`src/rtl/a23_gc_pkg.sv`:
```
package a23_gc_pkg;

  // Region sizes in 32-bit words
  localparam int CODE_MEM_SIZE  = 16;
  localparam int G_MEM_SIZE     = 16;
  localparam int E_MEM_SIZE     = 16;
  localparam int OUT_MEM_SIZE   = 16;
  localparam int STACK_MEM_SIZE = 16;

  // Region select lives in address bits 26:24
  localparam int REGION_MSB = 26;
  localparam int REGION_LSB = 24;

  localparam logic [2:0] REGION_CODE  = 3'd0;  // 0x00000000
  localparam logic [2:0] REGION_G     = 3'd1;  // 0x01000000
  localparam logic [2:0] REGION_E     = 3'd2;  // 0x02000000
  localparam logic [2:0] REGION_OUT   = 3'd3;  // 0x03000000
  localparam logic [2:0] REGION_STACK = 3'd4;  // 0x04000000

  // Word index within a region
  localparam int WORD_IDX_MSB = 5;
  localparam int WORD_IDX_LSB = 2;

  localparam int NUM_REGS = 8;
  localparam int REG_AW   = $clog2(NUM_REGS);

  // Instruction fields
  localparam int OPC_MSB = 31;
  localparam int OPC_LSB = 28;
  localparam int RD_LSB  = 24;  // Only low REG_AW bits used
  localparam int RN_LSB  = 20;
  localparam int RM_LSB  = 16;
  localparam int IMM_MSB = 15;
  localparam int IMM_LSB = 0;

  typedef enum logic [3:0] {
    OP_NOP  = 4'h0,
    OP_MOVI = 4'h1,
    OP_ADD  = 4'h2,
    OP_SUB  = 4'h3,
    OP_AND  = 4'h4,
    OP_XOR  = 4'h5,
    OP_LDR  = 4'h6,
    OP_STR  = 4'h7,
    OP_BNZ  = 4'h8,
    OP_HALT = 4'h9
  } opcode_e;

  typedef enum logic [1:0] {
    ST_FETCH = 2'd0,
    ST_EXEC  = 2'd1,
    ST_MEM   = 2'd2,
    ST_HALT  = 2'd3
  } core_state_e;

endpackage

```
`src/rtl/a23_core.sv`:
```
module a23_core (
  input  logic                           i_clk,
  input  logic                           i_rst_n,
  output logic [31:0]                    o_m_address,
  output logic [31:0]                    o_m_write,
  output logic                           o_m_write_en,
  input  logic [31:0]                    i_m_read,
  output logic [a23_gc_pkg::REG_AW-1:0]  o_rf_ra,
  output logic [a23_gc_pkg::REG_AW-1:0]  o_rf_rb,
  input  logic [31:0]                    i_rf_da,
  input  logic [31:0]                    i_rf_db,
  output logic [a23_gc_pkg::REG_AW-1:0]  o_rf_wa,
  output logic [31:0]                    o_rf_wd,
  output logic                           o_rf_we,
  output logic                           o_terminate
);

  import a23_gc_pkg::*;

  core_state_e        state;
  core_state_e        state_nxt;
  logic [31:0]        pc;
  logic [31:0]        pc_nxt;
  logic [31:0]        ir;
  logic [31:0]        instr;
  opcode_e            opcode;
  logic [REG_AW-1:0]  rd;
  logic [REG_AW-1:0]  rn;
  logic [REG_AW-1:0]  rm;
  logic [31:0]        imm;
  logic [31:0]        alu_out;
  logic [31:0]        data_addr;
  logic               is_mem_op;
  logic               terminate;

  // Fetched word arrives during EXEC, later states use the latched copy
  assign instr  = (state == ST_EXEC) ? i_m_read : ir;
  assign opcode = opcode_e'(instr[OPC_MSB:OPC_LSB]);
  assign rd     = instr[RD_LSB +: REG_AW];
  assign rn     = instr[RN_LSB +: REG_AW];
  assign rm     = instr[RM_LSB +: REG_AW];
  assign imm    = {16'd0, instr[IMM_MSB:IMM_LSB]};

  assign is_mem_op = (opcode == OP_LDR) || (opcode == OP_STR);
  assign data_addr = i_rf_da + imm;

  // BNZ tests rd on port a, STR sends rd out on port b
  assign o_rf_ra = (opcode == OP_BNZ) ? rd : rn;
  assign o_rf_rb = (opcode == OP_STR) ? rd : rm;

  always_comb begin
    case (opcode)
      OP_ADD:  alu_out = i_rf_da + i_rf_db;
      OP_SUB:  alu_out = i_rf_da - i_rf_db;
      OP_AND:  alu_out = i_rf_da & i_rf_db;
      OP_XOR:  alu_out = i_rf_da ^ i_rf_db;
      default: alu_out = imm;  // MOVI
    endcase
  end

  assign o_m_address  = (state == ST_EXEC && is_mem_op) ? data_addr : pc;
  assign o_m_write    = i_rf_db;
  assign o_m_write_en = (state == ST_EXEC) && (opcode == OP_STR);

  always_comb begin
    o_rf_wa = rd;
    o_rf_wd = alu_out;
    o_rf_we = 1'b0;
    if (state == ST_EXEC) begin
      case (opcode)
        OP_MOVI, OP_ADD, OP_SUB, OP_AND, OP_XOR: o_rf_we = 1'b1;
        default: o_rf_we = 1'b0;
      endcase
    end else if (state == ST_MEM && opcode == OP_LDR) begin
      o_rf_wd = i_m_read;  // Load data from address presented in EXEC
      o_rf_we = 1'b1;
    end
  end

  always_comb begin
    state_nxt = state;
    pc_nxt    = pc;
    case (state)
      ST_FETCH: state_nxt = ST_EXEC;
      ST_EXEC: begin
        state_nxt = ST_FETCH;
        pc_nxt    = pc + 32'd4;
        case (opcode)
          OP_LDR, OP_STR: state_nxt = ST_MEM;
          OP_BNZ: begin
            if (i_rf_da != 32'd0) begin
              pc_nxt = {14'd0, instr[IMM_MSB:IMM_LSB], 2'b00};
            end
          end
          OP_HALT: begin
            state_nxt = ST_HALT;
            pc_nxt    = pc;
          end
          default: state_nxt = ST_FETCH;
        endcase
      end
      ST_MEM:  state_nxt = ST_FETCH;
      default: state_nxt = ST_HALT;  // Held until reset
    endcase
  end

  always_ff @(posedge i_clk or negedge i_rst_n) begin
    if (!i_rst_n) begin
      state     <= ST_FETCH;
      pc        <= 32'd0;
      ir        <= 32'd0;
      terminate <= 1'b0;
    end else begin
      state <= state_nxt;
      pc    <= pc_nxt;
      if (state == ST_EXEC) begin
        ir <= i_m_read;
      end
      if (state == ST_HALT) begin
        terminate <= 1'b1;  // Sticky
      end
    end
  end

  assign o_terminate = terminate;

endmodule

```
`config.mk`:
```
export PLATFORM = sky130hd
export DESIGN_NAME = a23_core
export DESIGN_NICKNAME = d
export VERILOG_FILES = /design/src/rtl/a23_gc_pkg.sv /design/src/rtl/a23_core.sv
export SDC_FILE = /design/constraint.sdc
export NUM_CORES = 1
export LEC_CHECK = 0
export ABC_AREA = 1
export BUFFER_PORTS_ARGS = -buffer_cell sky130_fd_sc_hd__buf_2
export CAP_MARGIN = 20
export CORE_AREA = 2 2 141 143
export CTS_BUF_LIST = sky130_fd_sc_hd__clkbuf_8
export DETAILED_ROUTE_END_ITERATION = 10
export DIE_AREA = 0 0 143 145
export PLACE_DENSITY_LB_ADDON = 0.1
export SLEW_MARGIN = 0
export SYNTH_ARGS = -nofsm -noshare
export SYNTH_HDL_FRONTEND = slang
export SYNTH_SLANG_ARGS = --single-unit
export TNS_END_PERCENT = 5
```
`constraint.sdc`:
```
create_clock -name i_clk -period 4.05 [get_ports i_clk]
set_input_delay 0.405 -clock i_clk [delete_from_list [all_inputs] [get_ports i_clk]]
set_output_delay 0.405 -clock i_clk [all_outputs]
set_load 0.05 [all_outputs]
```
# After elaboration in Yosys (flattened, before gate mapping)
# Index checks and enable logic that the tools add are counted.
[word_totals]
input_bits = 98
wordCells = 47
out_inout_bits = 108
regBits = 67
[classes]
bitwise_logic = 3
n_mux = 14
eq_ne = 12
add_sub_neg = 4
n_reduce_logical = 9
[ops]
columns = ["cell", "n"]
rows = [
  ["2-to-1 mux 32 bit", 5],
  ["case mux 32 bit (4 select lines)", 1],
  ["case mux 32 bit (2 select lines)", 1],
  ["adder 32 x 16 -> 32 bit", 1],
  ["adder 32 x 3 -> 32 bit, second input constant", 1],
  ["adder 32 bit", 1],
  ["AND 32 bit", 1],
  ["nonzero test 32 bit", 1],
  ["subtractor 32 bit", 1],
  ["bitwise XOR 32 bit", 1],
  ["== test 4 x 3 -> 1 bit, second input constant", 4],
  ["== test 4 x 2 -> 1 bit, second input constant", 2],
  ["== test 4 bit, second input constant", 2],
  ["2-to-1 mux 3 bit", 2],
  ["case mux 2 bit (3 select lines)", 1],
  ["OR reduction 5 bit", 1],
  ["== test 2 bit, second input constant", 2],
  ["== test 4 x 1 -> 1 bit, second input constant", 1],
  ["case mux 2 bit (2 select lines)", 1],
  ["logical AND 1 bit", 3],
  ["2-to-1 mux 1 bit", 3],
  ["== test 2 x 1 -> 1 bit, second input constant", 1],
  ["logical NOT 2 bit", 1],
  ["AND reduction 2 bit", 1],
  ["3 further kinds", 3],
]

# Logic depth before layout (Yosys ltp)
# Gate-level depths: netlist of the first run.
[logic_depth]
ltp_word = 6
mapped_depth = 24
ltp_nobuf = 24

# Worst setup path after synthesis of the first run
# Ideal clock, no wire load.
[synth_timing]
path_kind = "register to output"
from = "register state[0]"
to = "output port o_m_address[15]"
path_slack_ns = 0.131
t_required_ns = 3.645
stages_incl_launch_ff = 17
arrival_time_ns = 3.514
cell_sequence = "dfrtp_1 -> buf_6 -> nand2_8 -> inv_1 -> buf_4 -> or2_2 -> o21ai_0 -> inv_1 -> ha_1 -> nand2_1 -> o21ai_0 -> nand2_1 -> nand2_1 -> nand3_1 -> nand2_1 -> xnor2_1 -> o21ai_0"
[synth_between]
word_cells_on_any_way = 8
cone_classes = "add/sub: 1; eq/ne: 3; mux: 2; reduce/logical: 2"
[synth_rtl]
columns = ["element", "line", "rtl"]
rows = [
  ["start, declared", "a23_core.sv:20", "core_state_e state;"],
  ["start signal, assigned", "a23_core.sv:114", "state <= state_nxt;"],
  ["== test 2 x 1 -> 1 bit", "a23_core.sv:37", "assign instr = (state == ST_EXEC) ? i_m_read : ir;"],
  ["2-to-1 mux 32 bit", "-", ""],
  ["named net instr[1]", "a23_core.sv:25", "logic [31:0] instr;"],
  ["adder 32 x 16 -> 32 bit", "a23_core.sv:45", "assign data_addr = i_rf_da + imm;"],
  ["2-to-1 mux 32 bit", "a23_core.sv:61", "assign o_m_address = (state == ST_EXEC && is_mem_op) ? data_addr : pc;"],
  ["end, declared", "a23_core.sv:4", "output logic [31:0] o_m_address,"],
]
# The timed path passes the listed nets, and every way through them passes these cells.

# Worst setup path in the final report of the first run
[layout_timing]
from = "register state[1]"
to = "output port o_m_address[14]"
# Same word-level chain as after synthesis.

==> results of run 1 <==
-- cells in the final DEF, fill, tap and decap left out, drive strengths merged, types with 34 or more instances in the layout --
cell type  Yosys  layout
ha            81      81
nor2         195     195
nor3          34      34
a21oi         61      61
dfrtp         62      62
nand2        668     670
inv          224     221
nand3        156     156
xor2          37      37
o21ai         88      88
buf           67     261
-- Yosys cell counts (2+ instances only) --
cell type / instances
buf_4: 41
o211ai_1: 7
o21bai_1: 7
nor2_8: 4
inv_1: 218
nand3_1: 152
nand2_1: 650
nor3_1: 32
a21oi_1: 59
nand3_2: 4
clkbuf_1: 5
o21ai_1: 8
a31oi_1: 2
xor2_1: 37
buf_2: 22
inv_4: 2
nor2_2: 3
dfrtp_1: 62
ha_1: 81
buf_6: 4
nand2_4: 11
fa_1: 2
nand3b_1: 18
nor2_1: 185
o21a_1: 2
xnor2_1: 14
and2_1: 6
inv_2: 4
nand4_1: 33
nand2_2: 6
o21ai_0: 79
a21o_1: 3
nor4_1: 6
nor2_4: 3
or2_2: 29
-- metal layers --
| metal | GRT usage [%] | wire length [µm] |
|---|---|---|
| met1 | 50.5 | 16600 |
| met2 | 62.7 | 19800 |
| met3 | 3.80 | 3270 |
| met4 | 17.0 | 1760 |
| met5 | 0 | 0 |
-- registers in the layout, summed over array words and instances, names as in the netlist --
name / cells
pc: 30
ir: 29
o_terminate: 1
state: 2
-- cells by family after synthesis --
| logic type | synth area share [%] |
|---|---|
| multiplexers | 0.0961 |
| adder cells (fa/ha/maj) | 10.1 |
| buffers and inverters | 12.8 |
| XOR/XNOR | 4.29 |
| AO/OA/AOI/OAI | 9.40 |
| AND/OR/NAND/NOR | 48.4 |
| flip-flops | 14.9 |
-- power groups by stage --
stage / Sequential [mW] / Clock, mW / Combinational [mW]
floorplan: 0.632 / 0 / 0.469
global placement: 0.631 / 0 / 0.721
detailed placement: 0.631 / 0 / 0.727
CTS: 0.619 / 0.646 / 0.743
global route: 0.619 / 0.674 / 0.911
finish: 0.619 / 0.647 / 0.840
-- stage by stage --
step | hold slack (ps) | total power, mW | cell area, µm² | util [%] | setup TNS, ps
after global routing | 119 | 2.20 | 12900 | 67.1 | -3050
final | 68.8 | 2.11 | 12900 | 67.1 | 0
after floorplan | 109 | 1.10 | 10400 | - | 0
after global placement | 446 | 1.35 | 11600 | 60.5 | 0
after CTS | 86.8 | 2.01 | 12000 | 62.7 | -446
after detailed placement | 462 | 1.36 | 11600 | 60.5 | -27.7
-- repair_timing --
action                     CTS  global route
setup buffers                1            13
pin swaps                    5            44
hold buffers                 0             0
gates resized for setup     69           199
setup endpoints to repair   41            50
gates cloned                 0             2
-- final timing paths --
check / slack [ps] / endpoint / start
setup / recovery: 30 / o_m_address[14] / state[1]
hold / removal: 70 / pc[4] / i_rst_n
setup reg to reg: 1440 / pc[10] / state[1]
hold reg to reg: 490 / ir[16] / ir[16]
max in group asynchronous: 3010 / state[0] / i_rst_n
min in group i_clk: 290 / ir[21] / i_m_read[21]
-- critical path, stage by stage (launching register included) --
cell and delay (ps):
dfrtp_1 410, clkinv_4 140, nand2_8 140, clkinvlp_4 180, or2_2 320, o21ai_2 80
inv_1 100, ha_2 210, inv_1 140, fa_2 250, o21ai_2 70, buf_4 140
nand2_1 50, nand2_1 100, nand2_1 90, nand2_1 100, or2_2 290, nand3_1 100
o21ai_0 120, buf_4 210
-- cell type report --
cell class,instances,area (µm²),area share [%]
clock buffer,10,138,1.07
multi-input combinational,1459,8280,64.3
tap,265,332,2.57
sequential,62,1550,12.0
inverter,225,868,6.74
clock inverter,6,85.1,0.660
timing repair buffer,262,1630,12.7
==> out/metrics.csv, run 1 <==
metric,value,unit
outcome,"complete, no violations",
Synth Warn #,0,
Via density,5.58,
CTS Buffer Depth,2,
Combinational Power Share,39.9,%
"EDFF count, synth",0,
Worst Setup Start Kind,flop,
die area,20700,µm²
RSZ-0062 raised after global routing,yes,
initial core utilization,54.3,%
max-cap viol count,0,
Worst-Skew Late Latency,370,ps
Antenna Diode Count,0,
final-stage net count,2200,
Num CTS Buffers,9,
worst setup path category,flop to output port,
Sw Share,40.5,%
drt pass-1 iters,6,
worst endpoint required time,3640,ps
Post-synth ARST share,100,%
Detail Route Antenna Nets,0,
largest net degree at the start of global routing,38,
R2R cell count,11,
Setup-failing EPs final,0,
count of different cell masters after synthesis,50,
clock slew at reported path FFs,80,ps
clk_skew,9.04,ps
placed cells,2257,
internal power,1.25,mW
io pins,206,
root buffer cell,clkbuf_8,
Seq pwr share,29.4,%
synthesized net count,1997,
Final WS setup,27.2,ps
sw power,0.853,mW
Max Transition Viols Final,0,
final worst-path cycle share,99.3,%
layout cells sized above 1,24.6,%
VDD IR max,0.119,mV
routed len/inst,18.1,µm
fillcell total,1824,
Period minus WS final,4020,ps
GP Congestion,0.992,
Area contributors post-synth,"nand2_1 23%, dfrtp_1 15%, ha_1 9.7%",
top_reg_cell synth,dfrtp_1,
"FF+latch count, synth",62,
routed wire length,41400,µm
DRT iter0 DRCs,1109,
DRC,0,
relative slew slack,44.7,%
Port Buf Inserts,205,
mean post-synth cell area,5.74,µm²
Placeable Area,19200,µm²
Via Count,12800,
clock group share of total power,30.7,%
Total GRT Usage,38.2,%
Syn-to-layout area delta,23.7,%
CTS tree,done,
Synth Cell Area,10400,µm²
antenna violations before repair,0,
Clock Sink Count,62,
"area leader, netlist",nand2_1,
Place WS,-27.7,ps
top-area cell type share of the netlist area,23.4,%
first-pass GRT wire length,61900,µm
vias in the first global route,11600,
HP Class,input port to asynchronous set/reset pin,
Fin. Hold Viols,0,
DPL Wire Length,32800,µm
Crit. End Element,output port,
# H-tree levels,3,
Max Fclk,249,MHz
worst-path maximum fanout,8,
pwr/cell area,163,nW/µm²
Die Wd,143,µm
grt ovf,0,
post-synthesis sequential area ratio,14.9,%
synthesized instance count,1816,
CP arrival,3620,ps
Rows,51,
P_leak,7.02,nW
fin cells,2289,
Worst-Margin Slew,828,ps
die height,145,µm
(Power assumes the default switching activity.)
==> run 2: changes to the inputs <==
- clock period: 4.05 -> 4.68 ns (I/O delays scaled with it)
==> out/metrics.csv, run 2 (synthesized netlist as in run 1, its figures left out) <==
metric,value,unit,change
largest net degree at the start of global routing,43,,was 38
Detail Route Antenna Nets,0,,unchanged
vias in the first global route,11600,,about the same
Via density,5.50,,was 5.58
R2R Setup Slk,2090,ps,was 1440 ps
max-cap viol count,0,,unchanged
CTS Buffer Depth,2,,unchanged
root buffer cell,clkbuf_8,,unchanged
cell mode on critical path,nand2_4,,was nand2_1
relative slew slack,47.8,%,was 44.7%
final worst-path cycle share,94.9,%,
Worst-Skew Late Latency,360,ps,was 370 ps
die area,20700,µm²,unchanged
Tot Pwr,1.67,mW,was 2.11 mW
layout cells sized above 1,16.0,%,was 24.6%
Rows,51,,unchanged
Num CTS Buffers,9,,unchanged
first-pass GRT wire length,61800,µm,"was 61,900 µm"
io pins,206,,unchanged
routed len/inst,17.7,µm,was 18.1 µm
slowest CP cell,dfrtp_1,,unchanged
HP Class,input port to asynchronous set/reset pin,,unchanged
grt ovf,0,,unchanged
drt pass-1 iters,6,,unchanged
Crit. End Element,output port,,unchanged
final setup TNS,0,ps,unchanged
worst endpoint required time,4210,ps,was 3640 ps
P_leak,6.68,nW,was 7.02 nW
DRT iter0 DRCs,1191,,"was 1,109"
max reg flops,30,,unchanged
RSZ-0062 raised after global routing,yes,,unchanged
CP arrival,3970,ps,was 3620 ps
Syn-to-layout area delta,11.6,%,was 23.7%
R2R cell count,10,,was 11
GP Congestion,1.02,,was 0.992
DRC,0,,unchanged
final-stage net count,2154,,"was 2,200"
initial core utilization,54.3,%,unchanged
Total GRT Usage,38.0,%,was 38.2%
"commonest non-fill, non-tap cell in the layout",nand2_1,,unchanged
Post-CTS Hold Fix Bufs,0,,unchanged
Max Transition Viols Final,0,,unchanged
die height,145,µm,unchanged
Via Count,12300,,was 12.8k
Port Buf Inserts,205,,unchanged
Fin. Hold Viols,0,,unchanged
Top delay family on crit path,simple AND/OR/NAND/NOR gates,,unchanged
worst setup path category,flop to output port,,unchanged
Max Fclk,225,MHz,
pwr/cell area,144,nW/µm²,was 163 nW/µm²
most frequent cells in the layout,"650 x nand2_1, 218 x inv_1, 198 x buf_2",,"was 618 x nand2_1, 213 x inv_1, 167 x buf_2"
r2r startpoint,state[1],,unchanged
Final Util,60.6,%,was 67.1%
Worst-Margin Slew,778,ps,was 828 ps
Clock Sink Count,62,,unchanged
clock slew at reported path FFs,80,ps,about the same
DPL Wire Length,32500,µm,"was 32,800 µm"
Worst Setup Start Kind,flop,,unchanged
CP Buf/Inv Count,5,,was 6
Biggest register,pc,,unchanged
top flop regs,"pc: 30 flops, ir: 29 flops, state: 2 flops",,unchanged
clk_skew,7.92,ps,was 9.04 ps
worst-path maximum fanout,18,,was 8
Die Wd,143,µm,unchanged
routed wire length,39600,µm,"was 41,400 µm"
# H-tree levels,3,,unchanged
VDD IR max,0.109,mV,was 0.119 mV
Worst R2R End,pc[21],,was pc[10]
antenna violations before repair,1,,was 0
CP max stage delay,420,ps,was 410 ps
Placeable Area,19200,µm²,unchanged
crit-path cells,inv_4 -> nand2_8 -> nand2_4 -> nand2_4 -> nor2_4 -> nand2_4 -> inv_2 -> buf_4 -> a31oi_1 -> xor2_1 -> ha_1 -> nand2_1 -> nor2_1 -> inv_1 -> nor2_1 -> nand4_1 -> nand3_1 -> nand2_1 -> nand3_1 -> nand4_1 -> clkbuf_4,,was clkinv_4 -> nand2_8 -> clkinvlp_4 -> or2_2 -> o21ai_2 -> inv_1 -> ha_2 -> inv_1 -> fa_2 -> o21ai_2 -> buf_4 -> nand2_1 -> nand2_1 -> nand2_1 -> nand2_1 -> or2_2 -> nand3_1 -> o21ai_0 -> buf_4
outcome,"complete, no violations",,unchanged
Setup-failing EPs final,0,,unchanged
CTS tree,done,,unchanged
Period minus WS final,4440,ps,
-- run 2: changes by cell type in the layout (fill, tap and decap cells not counted), sizes merged --
cell and change:
nand2 -2, clkbuf +6, inv +3, clkinvlp -2, buf -50, diode +1
bufinv -1
-- run 2: worst max-delay path by stage --
stage / from / end / slack (ps) / cells past startpoint
2_1_floorplan: state[0] / o_m_address[15] / 700 / 16
3_3_place_gp: i_rf_db[0] / o_rf_wd[28] / 460 / 21
3_5_place_dp: i_rf_db[0] / o_rf_wd[28] / 390 / 21
4_1_cts: state[0] / o_m_address[27] / 90 / 20
5_1_grt: state[1] / o_rf_wd[31] / -20 / 23
6_report: state[1] / o_rf_wd[17] / 240 / 21
-- run 2: final cells by class --
cell class	count	area (µm²)
fillers	2020	7580
multi-input cells	1457	7550
flip-flops and latches	62	1550
repair buffers	218	1140
inverters	225	850
well taps	265	332
clock buffers	10	138
clock inverters	6	61.3
diodes	1	2.50
-- run 2: metal layers --
layer  global-route usage (%)  vias up  wire, µm
li1                         -     6084         -
met1                     50.2     5650     16800
met2                     64.0      512     18500
met3                     3.27       94      2670
met4                     14.6        0      1670
met5                        0        -         0
-- run 2: report_power, final --
group / switching (mW) / internal, mW / leakage [nW]
sequential: 0.000103 / 0.536 / 0.738
combinational: 0.444 / 0.191 / 5.84
clock: 0.243 / 0.259 / 0.102
total: 0.687 / 0.985 / 6.68
-- run 2: what timing repair did --
action                     4_1_cts  5_1_grt
setup endpoints to repair        0       33
gates resized for setup          0       15
buffers inserted                 0        0
-- run 2: metrics by stage --
step	hold slack (ps)	cells	instance area (µm²)	setup WS [ps]
floorplan	172	1816	10400	698
global placement	446	2227	11400	461
detailed placement	448	2227	11400	391
CTS	58.6	2243	11600	94.4
global route	73.4	2244	11600	-23.7
finish	53.9	2244	11600	240
