==> src/rtl/a23_gc_pkg.sv <==
package a23_gc_pkg;

  // Region sizes in 32-bit words
  localparam int CODE_MEM_SIZE  = 16;
  localparam int G_MEM_SIZE     = 16;
  localparam int E_MEM_SIZE     = 16;
  localparam int OUT_MEM_SIZE   = 16;
  localparam int STACK_MEM_SIZE = 16;

  // Region select lives in address bits 26:24
  localparam int REGION_MSB = 26;
  localparam int REGION_LSB = 24;

  localparam logic [2:0] REGION_CODE  = 3'd0;  // 0x00000000
  localparam logic [2:0] REGION_G     = 3'd1;  // 0x01000000
  localparam logic [2:0] REGION_E     = 3'd2;  // 0x02000000
  localparam logic [2:0] REGION_OUT   = 3'd3;  // 0x03000000
  localparam logic [2:0] REGION_STACK = 3'd4;  // 0x04000000

  // Word index within a region
  localparam int WORD_IDX_MSB = 5;
  localparam int WORD_IDX_LSB = 2;

  localparam int NUM_REGS = 8;
  localparam int REG_AW   = $clog2(NUM_REGS);

  // Instruction fields
  localparam int OPC_MSB = 31;
  localparam int OPC_LSB = 28;
  localparam int RD_LSB  = 24;  // Only low REG_AW bits used
  localparam int RN_LSB  = 20;
  localparam int RM_LSB  = 16;
  localparam int IMM_MSB = 15;
  localparam int IMM_LSB = 0;

  typedef enum logic [3:0] {
    OP_NOP  = 4'h0,
    OP_MOVI = 4'h1,
    OP_ADD  = 4'h2,
    OP_SUB  = 4'h3,
    OP_AND  = 4'h4,
    OP_XOR  = 4'h5,
    OP_LDR  = 4'h6,
    OP_STR  = 4'h7,
    OP_BNZ  = 4'h8,
    OP_HALT = 4'h9
  } opcode_e;

  typedef enum logic [1:0] {
    ST_FETCH = 2'd0,
    ST_EXEC  = 2'd1,
    ST_MEM   = 2'd2,
    ST_HALT  = 2'd3
  } core_state_e;

endpackage

==> src/rtl/a23_regfile.sv <==
module a23_regfile (
  input  logic                           i_clk,
  input  logic                           i_rst_n,
  input  logic [a23_gc_pkg::REG_AW-1:0]  i_ra,
  input  logic [a23_gc_pkg::REG_AW-1:0]  i_rb,
  output logic [31:0]                    o_da,
  output logic [31:0]                    o_db,
  input  logic [a23_gc_pkg::REG_AW-1:0]  i_wa,
  input  logic [31:0]                    i_wd,
  input  logic                           i_we
);

  import a23_gc_pkg::*;

  logic [31:0] regs [NUM_REGS];

  always_ff @(posedge i_clk or negedge i_rst_n) begin
    if (!i_rst_n) begin
      for (int i = 0; i < NUM_REGS; i++) begin
        regs[i] <= 32'd0;
      end
    end else if (i_we) begin
      regs[i_wa] <= i_wd;
    end
  end

  // Asynchronous reads, no write bypass
  assign o_da = regs[i_ra];
  assign o_db = regs[i_rb];

endmodule

==> config.mk <==
export PLATFORM = sky130hd
export DESIGN_NAME = a23_regfile
export DESIGN_NICKNAME = d
export VERILOG_FILES = /design/src/rtl/a23_gc_pkg.sv /design/src/rtl/a23_regfile.sv
export SDC_FILE = /design/constraint.sdc
export NUM_CORES = 1
export LEC_CHECK = 0
export ABC_AREA = 1
export BUFFER_PORTS_ARGS = -buffer_cell sky130_fd_sc_hd__buf_2
export CAP_MARGIN = 20
export CORE_MARGIN = 8
export CORE_UTILIZATION = 50
export DETAILED_ROUTE_END_ITERATION = 6
export GPL_TIMING_DRIVEN = 0
export PLACE_DENSITY = 0.64
export SLEW_MARGIN = 20
export SYNTH_ARGS = -nofsm -noshare
export SYNTH_HDL_FRONTEND = slang
export SYNTH_SLANG_ARGS = --single-unit
==> constraint.sdc <==
create_clock -name i_clk -period 3.8 [get_ports i_clk]
set_input_delay 0.76 -clock i_clk [delete_from_list [all_inputs] [get_ports i_clk]]
set_output_delay 0.76 -clock i_clk [all_outputs]
set_load 0.02 [all_outputs]
==> Yosys cells after proc, flatten, opt, wreduce, memory -nomap -nowiden <==
Index checks and enable logic that the tools add are counted.
{ "totals": {"register_bits": 256, "wordCells": 25, "out_inout_bits": 64} }
{ "op_classes": {"n_bitwise": 3, "mux": 9, "n_lt_le_gt_ge": 4, "reduce_logical": 1} }
{ "op_table": {"columns": ["operator", "n"], "rows": [
  ["$bwmux W256", 1],
  ["$bmux W32 S3", 2],
  ["$mux W32", 5],
  ["$demux W32 S3", 1],
  ["$ge A4 B4 Y1 const B", 3],
  ["$not A3 Y4", 3],
  ["$lt A4 B1 Y1 const B", 1],
  ["$logic_and A1 B1 Y1", 1]
]} }

==> Logic depth before layout (Yosys ltp) <==
Gate-level depths: netlist (run 1).
{ "depth": {"depth_word": 6, "depth_mapped": 8, "mapped_depth_nobuf": 6} }

==> Least setup slack after synthesis (run 1) <==
No wires, ideal clock.
{ "synth_timing": {"kind": "input-to-output", "startpoint": "in i_ra[0] (netlist name)", "endpoint": "out o_da[10]", "slack_ps": 1466, "required_ps": 3040, "path_stages": 8, "arrival_time_ps": 1574, "n_path_buf": 2, "path_cell_list": "inv_1 -> clkbuf_1 -> buf_2 -> nand2_1 -> nand3_1 -> nand2_1 -> nand2_1 -> nand2_1"} }
{ "synth_via": {"elab_chain_cells": 4} }
{ "synth_rtl": {"columns": ["element", "line", "text"], "rows": [
  ["from (decl)", "a23_regfile.sv:4", "input logic [a23_gc_pkg::REG_AW-1:0] i_ra,"],
  ["$not A3 Y4 (implied by the code)", "a23_regfile.sv:28", "assign o_da = regs[i_ra];"],
  ["$bmux W32 S3", "a23_regfile.sv:28", null],
  ["$mux W32 (implied by the code) (2 in series)", "a23_regfile.sv:28", null],
  ["to (decl)", "a23_regfile.sv:6", "output logic [31:0] o_da,"]
]} }
Every way passes these cells. The select of a mux whose other input is x is not followed.

==> Worst setup path after layout (run 1) <==
{ "layout_timing": {"startpoint": "in i_rb[1] (netlist name)", "endpoint": "out o_db[30]"} }
{ "layout_via": {"elab_chain_cells": 4} }
{ "layout_rtl": {"columns": ["element", "line", "text"], "rows": [
  ["from (decl)", "a23_regfile.sv:5", "input logic [a23_gc_pkg::REG_AW-1:0] i_rb,"],
  ["$not A3 Y4 (implied by the code)", "a23_regfile.sv:29", "assign o_db = regs[i_rb];"],
  ["$bmux W32 S3", "a23_regfile.sv:29", null],
  ["$mux W32 (implied by the code) (2 in series)", "a23_regfile.sv:29", null],
  ["to (decl)", "a23_regfile.sv:7", "output logic [31:0] o_db,"]
]} }
Every way passes these cells. The select of a mux whose other input is x is not followed.

==> results of run 1 <==
layer usage:
| layer | GRT usage, % | routed length (um) | up-vias |
|---|---|---|---|
| li1 | - | - | 7340 |
| met1 | 43.7 | 23700 | 7500 |
| met2 | 49.5 | 25300 | 994 |
| met3 | 7.97 | 7030 | 209 |
| met4 | 13.9 | 2850 | 2 |
| met5 | 0 | 13 | - |
stage by stage:
step	cell area, um^2	total power, mW
2_1_floorplan	14900	5.00
3_3_place_gp	15900	5.65
3_5_place_dp	16000	5.72
4_1_cts	17000	8.65
5_1_grt	17000	9.15
6_report	17000	8.69
cell usage in the layout (no fill, tap or decap):
cell type     n
o21ai_1       4
clkinv_2      8
nand2_1    1090
clkbuf_1     58
inv_1       296
bufinv_16     2
buf_4         3
clkbuf_8      7
dfrtp_1     256
inv_2         2
buf_2       163
clkbuf_16    31
buf_16        3
buf_8         1
nor2_1        3
nand2_2       5
nand3_1     256
nor3_4        1
nor2_2        1
o21ai_0     252
clkbuf_2      3
nand3_2       1
buf_1        29
cell type report:
type | instances | area (um^2)
inverters | 298 | 1120
clock inverters | 10 | 100
multi-input cells | 1613 | 6730
plain buffers | 144 | 629
repair buffers | 108 | 618
well taps | 390 | 488
fillers | 2955 | 12500
flip-flops and latches | 256 | 6410
clock buffers | 46 | 902
kinds of logic after synthesis:
logic type | share of synthesized area [%]
flops | 43.0
compound gates | 8.61
simple gates | 36.6
buf+inv | 11.7
worst reg2reg max path, cell delays in order, from the launching register on:
cell and delay (ns):
dfrtp_1 0.39, nand2_1 0.07, o21ai_0 0.12
report_power, final:
part	switching (mW)	internal (mW)	total [mW]
Combinational	1.53	0.707	2.24
Sequential	0.253	3.24	3.50
Clock	1.19	1.76	2.95
how the worst min path moves through the flow:
stage | startpoint | to | slack, ns | cells past startpoint
floorplan | regs[100]$_DFFE_PN0P_ | regs[100]$_DFFE_PN0P_ | 0.45 | 2
global placement | regs[118]$_DFFE_PN0P_ | regs[118]$_DFFE_PN0P_ | 0.47 | 2
detailed placement | regs[90]$_DFFE_PN0P_ | regs[90]$_DFFE_PN0P_ | 0.47 | 2
CTS | i_rst_n | regs[73]$_DFFE_PN0P_ | 0.1 | 1
global route | i_rst_n | regs[73]$_DFFE_PN0P_ | 0.11 | 1
finish | i_rst_n | regs[73]$_DFFE_PN0P_ | 0.09 | 1
==> out/qor.txt, run 1 <==
Setup crit start -> i_rb[1]
R2r setup slk -> 3.06 ns
Vias per cell -> 5.60
Max H-tree Level -> 1
Die area -> 35500 um^2
Worst VDD drop -> 390 uV
DR WL/cell -> 20.6 um
Crit path buffers/inverters -> 4
Top post-synthesis cells by area -> dfrtp_1 (43%), nand2_1 (27%), nand3_1 (8.6%)
Die H -> 189 um
YS warnings -> 0
Final hold vios -> 0
Post-CTS setup buffers -> 0
DRC -> 1
Clk Latency, worst-skew pair -> 0.57 ns
Synth cell types -> 17
Maximum clock insertion buffer count -> 3
Max_cap viols -> 0
CTS resizes -> 0
Yosys top cell area share -> 43.0%
Setup TNS -> 0 ns
RSZ-0062 raised after global routing -> false
DP Worst Slack -> 0.616 ns
Hold buffers post-CTS -> 0
WP depth -> 8
Vias in the first global route -> 15400
Mapped Nets -> 2355
Diode count -> 0
Mean Syn Cell Area -> 6.44 um^2
TritonCTS Buffers -> 30
Final WS setup -> 0.516 ns
CP startpoint kind -> input port
Required @ worst endpoint -> 3.04 ns
Worst slew pin tran -> 0.985 ns
Pwr Density -> 511 nW/um^2
Detailed-route via count -> 16000
Register area share after synthesis -> 43.0%
Pin count of the biggest net entering global routing -> 96
Die width -> 189 um
Buffers on Ports -> 105
First-pass GRT wire length -> 89.5 mm
R2R depth -> 2
Placed Instances -> 2809
Status -> complete, but fails checks
Slowest cell on crit path -> clkbuf_1
Biggest register -> regs
CP max FO -> 10
CTS clk-pin slew, worst paths -> 0.06 ns
FP Rows -> 63
Final Non-Filler Cells -> 2865
Slew Viols, Final -> 0
Crit path max-delay family -> buffers and inverters
Tightest Hold Check Type -> in2async
Post-synthesis cell area -> 14900 um^2
Minimum clock period -> 3.28 ns
DRT iter0 DRCs -> 1951
Cells after Synth -> 2311
Static Leak -> 9.70 nW
Critical Path End Type -> output pin
Dpl hpwl -> 39.9 mm
Highest Clock Rate -> 0.304 GHz
CTS tree -> yes
Yosys reg bits -> 256
Biggest regs -> regs: 256 flops
Placer Congestion -> 0.924
WHS -> 0.0880 ns
Crit Path Class -> in2out
Share of cells above drive strength 1 -> 9.33%
Clk root buf -> clkbuf_16
Post-synthesis cell type with the largest combined area -> dfrtp_1
Max reg flops -> 256
GRT Total Usage -> 32.6%
Worst R2R Start -> regs[213]$_DFFE_PN0P_
Post-DRT Antenna Nets -> 0
Sink Count -> 256
Pre-antenna DRT Iters -> 7
Post-synth EDFFs -> 0
Core region area -> 29500 um^2
Fin util -> 57.6%
# IOs -> 108
Worst Clk Skew -> 0 ns
Final setup fails -> 0
Async SR Flop Fraction -> 100%
Grt ovf -> 0
Reg2reg end -> regs[213]$_DFFE_PN0P_
Synth Flop Type -> dfrtp_1
Failing checks -> DRC
Final wirelength -> 58.9 mm
Fin crit share -> 86.4%
Initial antenna violation count -> 1
Top-count cell post-synth -> nand2_1
Initial Util -> 50.5%
CP Data Arrival Time -> 2.52 ns
Layout Nets -> 2495
Top cell types by occurrence after synthesis -> nand2_1 (1090), inv_1 (296), dfrtp_1 (256), nand3_1 (256), o21ai_0 (252)
Critical path, cell by cell -> buf_2, buf_2, clkbuf_1, nand3_1, nand2_1, nand2_1, nand2_1, buf_2
Synth-to-Final Area Change -> 14.2%
Worst setup path end -> o_db[30]
Rel. slew slack -> 34.4%
Critical path's largest stage delay -> 0.68 ns
(Power assumes the default switching activity.)
==> inputs of run 2 (changes only) <==
--- a/config.mk
+++ b/config.mk
@@ -12,6 +12,7 @@
 export CORE_UTILIZATION = 50
 export DETAILED_ROUTE_END_ITERATION = 6
 export GPL_TIMING_DRIVEN = 0
+export MAX_ROUTING_LAYER = met4
 export PLACE_DENSITY = 0.64
 export SLEW_MARGIN = 20
 export SYNTH_ARGS = -nofsm -noshare
==> run 2 against run 1 <==
Net effect: fmax fell by 0.69%; register-to-register slack about the same; sequential share of layout area is 0.092 points higher; the flow now finishes without violations; final cell count is 0.21% lower; clock power shrank 2%; flip-flop and latch count is the same.
==> out/qor.txt, run 2 (synthesized netlist as in run 1, its figures left out) <==
Crit Path Class -> in2out
Vias per cell -> 5.60 (about the same)
CTS clk-pin slew, worst paths -> 0.06 ns (about the same)
Initial Util -> 50.5% (unchanged)
Slowest cell on crit path -> buf_1
Synth-to-Final Area Change -> 13.9%
Hold buffers post-CTS -> 0 (unchanged)
Final wirelength -> 58.8 mm (-0.16%)
Max reg flops -> 256 (unchanged)
Placer Congestion -> 0.955 (+3.4%)
DR WL/cell -> 20.6 um (about the same)
Worst slew pin tran -> 0.962 ns (-0.0232 ns)
CTS tree -> yes
Static Leak -> 9.68 nW (-0.26%)
Initial antenna violation count -> 0 (-1)
Max H-tree Level -> 1 (unchanged)
Die H -> 189 um (unchanged)
Layout Nets -> 2494 (-0.040%)
DRT iter0 DRCs -> 2002 (+2.6%)
CTS resizes -> 0 (unchanged)
Vias in the first global route -> 15400 (+0.10%)
Core region area -> 29500 um^2 (unchanged)
Fin crit share -> 87.0% (+0.60 points)
Post-CTS setup buffers -> 0 (unchanged)
Slew Viols, Final -> 0 (unchanged)
Clk Latency, worst-skew pair -> 0.56 ns (about the same)
Tightest Hold Check Type -> in2async
Status -> completed
Max_cap viols -> 0 (unchanged)
Fillers -> 2969 (+0.47%)
CP max FO -> 10 (unchanged)
Setup TNS -> 0 ns (unchanged)
Dpl hpwl -> 40.0 mm (+0.19%)
Pin count of the biggest net entering global routing -> 95 (-1.0%)
Worst Clk Skew -> 0 ns (unchanged)
CP startpoint kind -> input port
Biggest regs -> regs: 256 flops
Most frequent cells in the layout -> nand2_1 (1090), inv_1 (296), nand3_1 (256), dfrtp_1 (256), o21ai_0 (252)
Most common cell after layout, fill and taps aside -> nand2_1
Final hold vios -> 0 (unchanged)
Required @ worst endpoint -> 3.04 ns (about the same)
Biggest register -> regs
Pwr Density -> 509 nW/um^2 (-0.45%)
Worst VDD drop -> 404 uV (+3.8%)
Die width -> 189 um (unchanged)
Crit path buffers/inverters -> 4 (unchanged)
Crit path max-delay family -> buffers and inverters
DRC -> 0 (-1)
Maximum clock insertion buffer count -> 3 (unchanged)
Diode count -> 0 (unchanged)
Pre-antenna DRT Iters -> 7 (unchanged)
# IOs -> 108 (unchanged)
Buffers on Ports -> 105 (unchanged)
Clk root buf -> clkbuf_16
TritonCTS Buffers -> 29 (-3.3%)
Final setup fails -> 0 (unchanged)
Sink Count -> 256 (unchanged)
Highest Clock Rate -> 0.302 GHz (-0.69%)
Critical path's largest stage delay -> 0.73 ns (+0.05 ns)
Critical path, cell by cell -> buf_2, buf_2, buf_1, nand3_1, nand2_1, nand2_1, nand2_1, buf_2
First-pass GRT wire length -> 88.9 mm (-0.69%)
Rel. slew slack -> 35.9% (+1.5 points)
Total power -> 8.63 mW (-0.69%)
Die area -> 35500 um^2 (unchanged)
Critical Path End Type -> output pin
FP Rows -> 63 (unchanged)
CP Data Arrival Time -> 2.55 ns (+0.03 ns)
Grt ovf -> 0 (unchanged)
Minimum clock period -> 3.31 ns (+0.0227 ns)
Detailed-route via count -> 16000 (-0.25%)
RSZ-0062 raised after global routing -> false
Post-DRT Antenna Nets -> 0 (unchanged)
GRT Total Usage -> 33.3% (+0.70 points)
Share of cells above drive strength 1 -> 9.19% (-0.14 points)
-- run 2: cell count changes in the layout (fill, tap and decap cells not counted), sizes merged --
cell / previous run / this run
clkinv: 8 / 3
clkbuf: 99 / 98
-- run 2: per-stage QoR --
| stage | utilization (%) | hold WS, ns | area [um^2] | cells | worst slack, ns |
|---|---|---|---|---|---|
| floorplan | - | 0.453 | 14900 | 2311 | 1.47 |
| global placement | 53.9 | 0.466 | 15900 | 2806 | -2.82 |
| detailed placement | 54.2 | 0.472 | 16000 | 2809 | 0.628 |
| CTS | 57.5 | 0.252 | 17000 | 2859 | 0.621 |
| global route | 57.5 | 0.277 | 17000 | 2859 | 0.380 |
| finish | 57.5 | 0.233 | 17000 | 2859 | 0.493 |
-- run 2: cell type report --
cell class	instances	area, um^2	share of cell area [%]
clock buffers	45	886	5.23
clock inverters	5	75.1	0.443
plain buffers	144	629	3.71
flip-flops and latches	256	6410	37.8
repair buffers	108	618	3.65
multi-input cells	1613	6730	39.7
well taps	390	488	2.88
inverters	298	1120	6.60
-- run 2: report_power, final --
part,internal [mW],switching [mW]
Combinational,0.707,1.53
Sequential,3.24,0.259
Clock,1.72,1.17
Total,5.67,2.96
-- run 2: routing by layer --
metal	GRT usage [%]	wire (um)
met1	43.2	23400
met2	48.4	25400
met3	8.65	7150
met4	14.9	2860
met5	-	0
-- run 2: worst paths after layout --
check / startpoint / to / slack [ns] / depth (start not counted)
max: i_rb[1] / o_db[28] / 0.49 / 8
min: i_rst_n / regs[74]$_DFFE_PN0P_ / 0.23 / 2
max reg2reg: regs[63]$_DFFE_PN0P_ / regs[63]$_DFFE_PN0P_ / 3.05 / 2
min reg2reg: regs[187]$_DFFE_PN0P_ / regs[187]$_DFFE_PN0P_ / 0.48 / 2
max in group asynchronous: i_rst_n / regs[184]$_DFFE_PN0P_ / 2.73 / 3
min in group i_clk: i_wd[6] / regs[6]$_DFFE_PN0P_ / 0.42 / 3
==> inputs of run 3 (changes only) <==
--- a/config.mk
+++ b/config.mk
@@ -5,7 +5,6 @@
 export SDC_FILE = /design/constraint.sdc
 export NUM_CORES = 1
 export LEC_CHECK = 0
-export ABC_AREA = 1
 export BUFFER_PORTS_ARGS = -buffer_cell sky130_fd_sc_hd__buf_2
 export CAP_MARGIN = 20
 export CORE_MARGIN = 8
==> run 3 against run 2 <==
Net effect: utilization rose by 0.71 points; largest power group unchanged; first-iteration DRC count fell by 80%; hold slack got worse by 0.051 ns; sequential power rose by 7.4%; area after synthesis fell by 7.9%; global-route usage fell by 11 points; highest routed layer unchanged; critical endpoint is now o_da[18]; final cell count fell by 55%; non-clock buffer count fell by 86.
==> out/qor.txt, run 3 <==
Vias in the first global route -> 9199 (-40%)
Max Used Layer -> met4
Pwr Density -> 564 nW/um^2 (+11%)
Die H -> 182 um (-3.7%)
Fin crit share -> 88.8% (+1.8 points)
CP Data Arrival Time -> 2.62 ns (+0.07 ns)
Setup TNS -> 0 ns (unchanged)
Top-count cell post-synth -> mux2_2
First-pass GRT wire length -> 54.5 mm (-39%)
GRT Total Usage -> 22.1% (-11 points)
CTS clk-pin slew, worst paths -> 0.06 ns (about the same)
Post-CTS setup buffers -> 0 (unchanged)
Pre-antenna DRT Iters -> 4 (-3)
Most common cell after layout, fill and taps aside -> mux2_2
Die area -> 33000 um^2 (-7.2%)
Vias per cell -> 6.30 (+13%)
Design Area, Final -> 15700 um^2 (-7.4%)
Biggest regs -> regs: 256 flops
Worst VDD drop -> 364 uV (-10%)
Max H-tree Level -> 1 (unchanged)
Detailed-route via count -> 8038 (-50%)
Share of cells above drive strength 1 -> 60.0% (+51 points)
Synth cell types -> 15 (-2)
Required @ worst endpoint -> 3.04 ns (about the same)
Final setup fails -> 0 (unchanged)
Highest Clock Rate -> 0.296 GHz (-2.0%)
Rel. slew slack -> 36.4% (+0.49 points)
Setup crit start -> i_ra[2]
DRC -> 0 (unchanged)
Yosys top cell area share -> 46.7% (+3.7 points)
Register area share after synthesis -> 46.7% (+3.7 points)
Sink Count -> 256 (unchanged)
YS warnings -> 0 (unchanged)
Top post-synthesis cells by area -> dfrtp_1 (47%), mux2_2 (26%), mux4_1 (15%)
Synth-to-Final Area Change -> 14.4%
Core region area -> 27000 um^2 (-8.6%)
Die width -> 182 um (-3.7%)
FP Rows -> 60 (-4.8%)
Minimum clock period -> 3.38 ns (+0.0682 ns)
Biggest register -> regs
# IOs -> 108 (unchanged)
Async SR Flop Fraction -> 100% (unchanged)
CP max FO -> 10 (unchanged)
Placer Congestion -> 0.746 (-22%)
Post-synth EDFFs -> 0 (unchanged)
Max reg flops -> 256 (unchanged)
Pin count of the biggest net entering global routing -> 109 (+15%)
Initial antenna violation count -> 4 (+4)
Worst R2R Start -> regs[111]$_DFFE_PN0P_
Tightest Hold Check Type -> in2async
CP startpoint kind -> input port
Worst slew pin tran -> 0.954 ns (-0.00740 ns)
Critical Path End Type -> output pin
Clk Latency, worst-skew pair -> 0.53 ns (-0.03 ns)
TritonCTS Buffers -> 28 (-3.4%)
Crit Path Class -> in2out
Synth Flop Type -> dfrtp_1
Mean Syn Cell Area -> 17.6 um^2 (+170%)
Layout Nets -> 952 (-62%)
Final hold vios -> 0 (unchanged)
DRT iter0 DRCs -> 393 (-80%)
Hold buffers post-CTS -> 0 (unchanged)
Dpl hpwl -> 23.7 mm (-41%)
Post-synthesis cell area -> 13700 um^2 (-7.9%)
DP Area -> 14700 um^2 (-8.1%)
Final wirelength -> 35.3 mm (-40%)
CTS tree -> yes
CTS resizes -> 0 (unchanged)
Yosys reg bits -> 256 (unchanged)
Slew Viols, Final -> 0 (unchanged)
Maximum clock insertion buffer count -> 3 (unchanged)
Top cell types by occurrence after synthesis -> mux2_2 (311), dfrtp_1 (256), mux4_1 (80)
Most frequent cells in the layout -> mux2_2 (311), dfrtp_1 (256), buf_2 (119)
Static Leak -> 6.80 nW (-30%)
Metal2 WL -> 17.8 mm (-30%)
Status -> completed
Grt ovf -> 0 (unchanged)
Post-DRT Antenna Nets -> 0 (unchanged)
Met3 routed WL -> 1.90 mm (-74%)
Buffers on Ports -> 97 (-7.6%)
Mapped Nets -> 823 (-65%)
Clk root buf -> clkbuf_16
RSZ-0062 raised after global routing -> false
Max_cap viols -> 0 (unchanged)
Initial Util -> 50.9% (+0.40 points)
Worst Clk Skew -> 0 ns (unchanged)
Post-synthesis cell type with the largest combined area -> dfrtp_1
DR WL/cell -> 27.7 um (+34%)
Wl on met1 -> 14.4 mm (-39%)
Cells after Synth -> 779 (-66%)
[run 3: cell types whose count changed in the layout (fill, tap and decap cells not counted), moves of 14 or more]
cell,before,now
buf_1,29,11
inv_1,296,0
nand3_1,256,0
clkbuf_1,56,9
buf_2,163,119
buf_6,0,14
nand2_1,1090,0
mux4_1,0,80
mux2_2,0,311
mux4_2,0,48
o21ai_0,252,0
[run 3: final timing paths]
kind	depth (start not counted)	slack, ns	end
hold / removal	1	0.18	regs[97]$_DFFE_PN0P_
setup / recovery	5	0.42	o_da[18]
hold reg to reg	1	0.50	regs[115]$_DFFE_PN0P_
min in group i_clk	1	0.50	regs[115]$_DFFE_PN0P_
setup reg to reg	1	3.00	regs[111]$_DFFE_PN0P_
max in group asynchronous	2	2.67	regs[112]$_DFFE_PN0P_
[run 3: logic make-up after synthesis]
| kind of cell | Yosys count | share of synthesized area, % |
|---|---|---|
| buffers and inverters | 67 | 3.17 |
| flip-flops | 256 | 46.7 |
| multiplexers | 448 | 49.5 |
| AND/OR/NAND/NOR | 8 | 0.630 |
[run 3: final cells by class]
class / instances / area [um^2]
diodes: 4 / 10.0
plain buffers: 67 / 434
clock buffers: 40 / 827
clock inverters: 12 / 160
fillers: 2035 / 11300
multi-input cells: 456 / 6870
flip-flops and latches: 256 / 6410
well taps: 341 / 427
repair buffers: 99 / 551
[run 3: metrics by stage]
step / worst slack (ns) / util [%] / std cells / power, mW / hold slack [ns]
5_1_grt: 0.392 / 58.2 / 1275 / 9.26 / 0.216
2_1_floorplan: 1.13 / - / 779 / 5.31 / 0.464
4_1_cts: 0.437 / 58.2 / 1271 / 8.95 / 0.181
3_5_place_dp: 0.441 / 54.5 / 1219 / 6.07 / 0.491
3_3_place_gp: -2.20 / 54.3 / 1217 / 5.88 / 0.475
6_report: 0.425 / 58.2 / 1275 / 8.85 / 0.182
[run 3: worst max-delay path, stage by stage]
cell	delay, ns
buf_2	0.26
buf_1	0.72
mux4_1	0.40
mux2_2	0.30
buf_2	0.17
[run 3: where the power goes]
part / internal, mW / switching [mW] / leakage [nW] / total [mW]
sequential: 3.33 / 0.424 / 3.07 / 3.76
combinational: 1.30 / 0.951 / 3.23 / 2.25
clock: 1.78 / 1.06 / 0.494 / 2.84
[run 3: routing by layer]
layer / vias up / GRT usage [%]
li1: 3424 / -
met1: 4265 / 26.9
met2: 261 / 36.8
met3: 88 / 3.71
met4: 0 / 8.33
met5: - / -
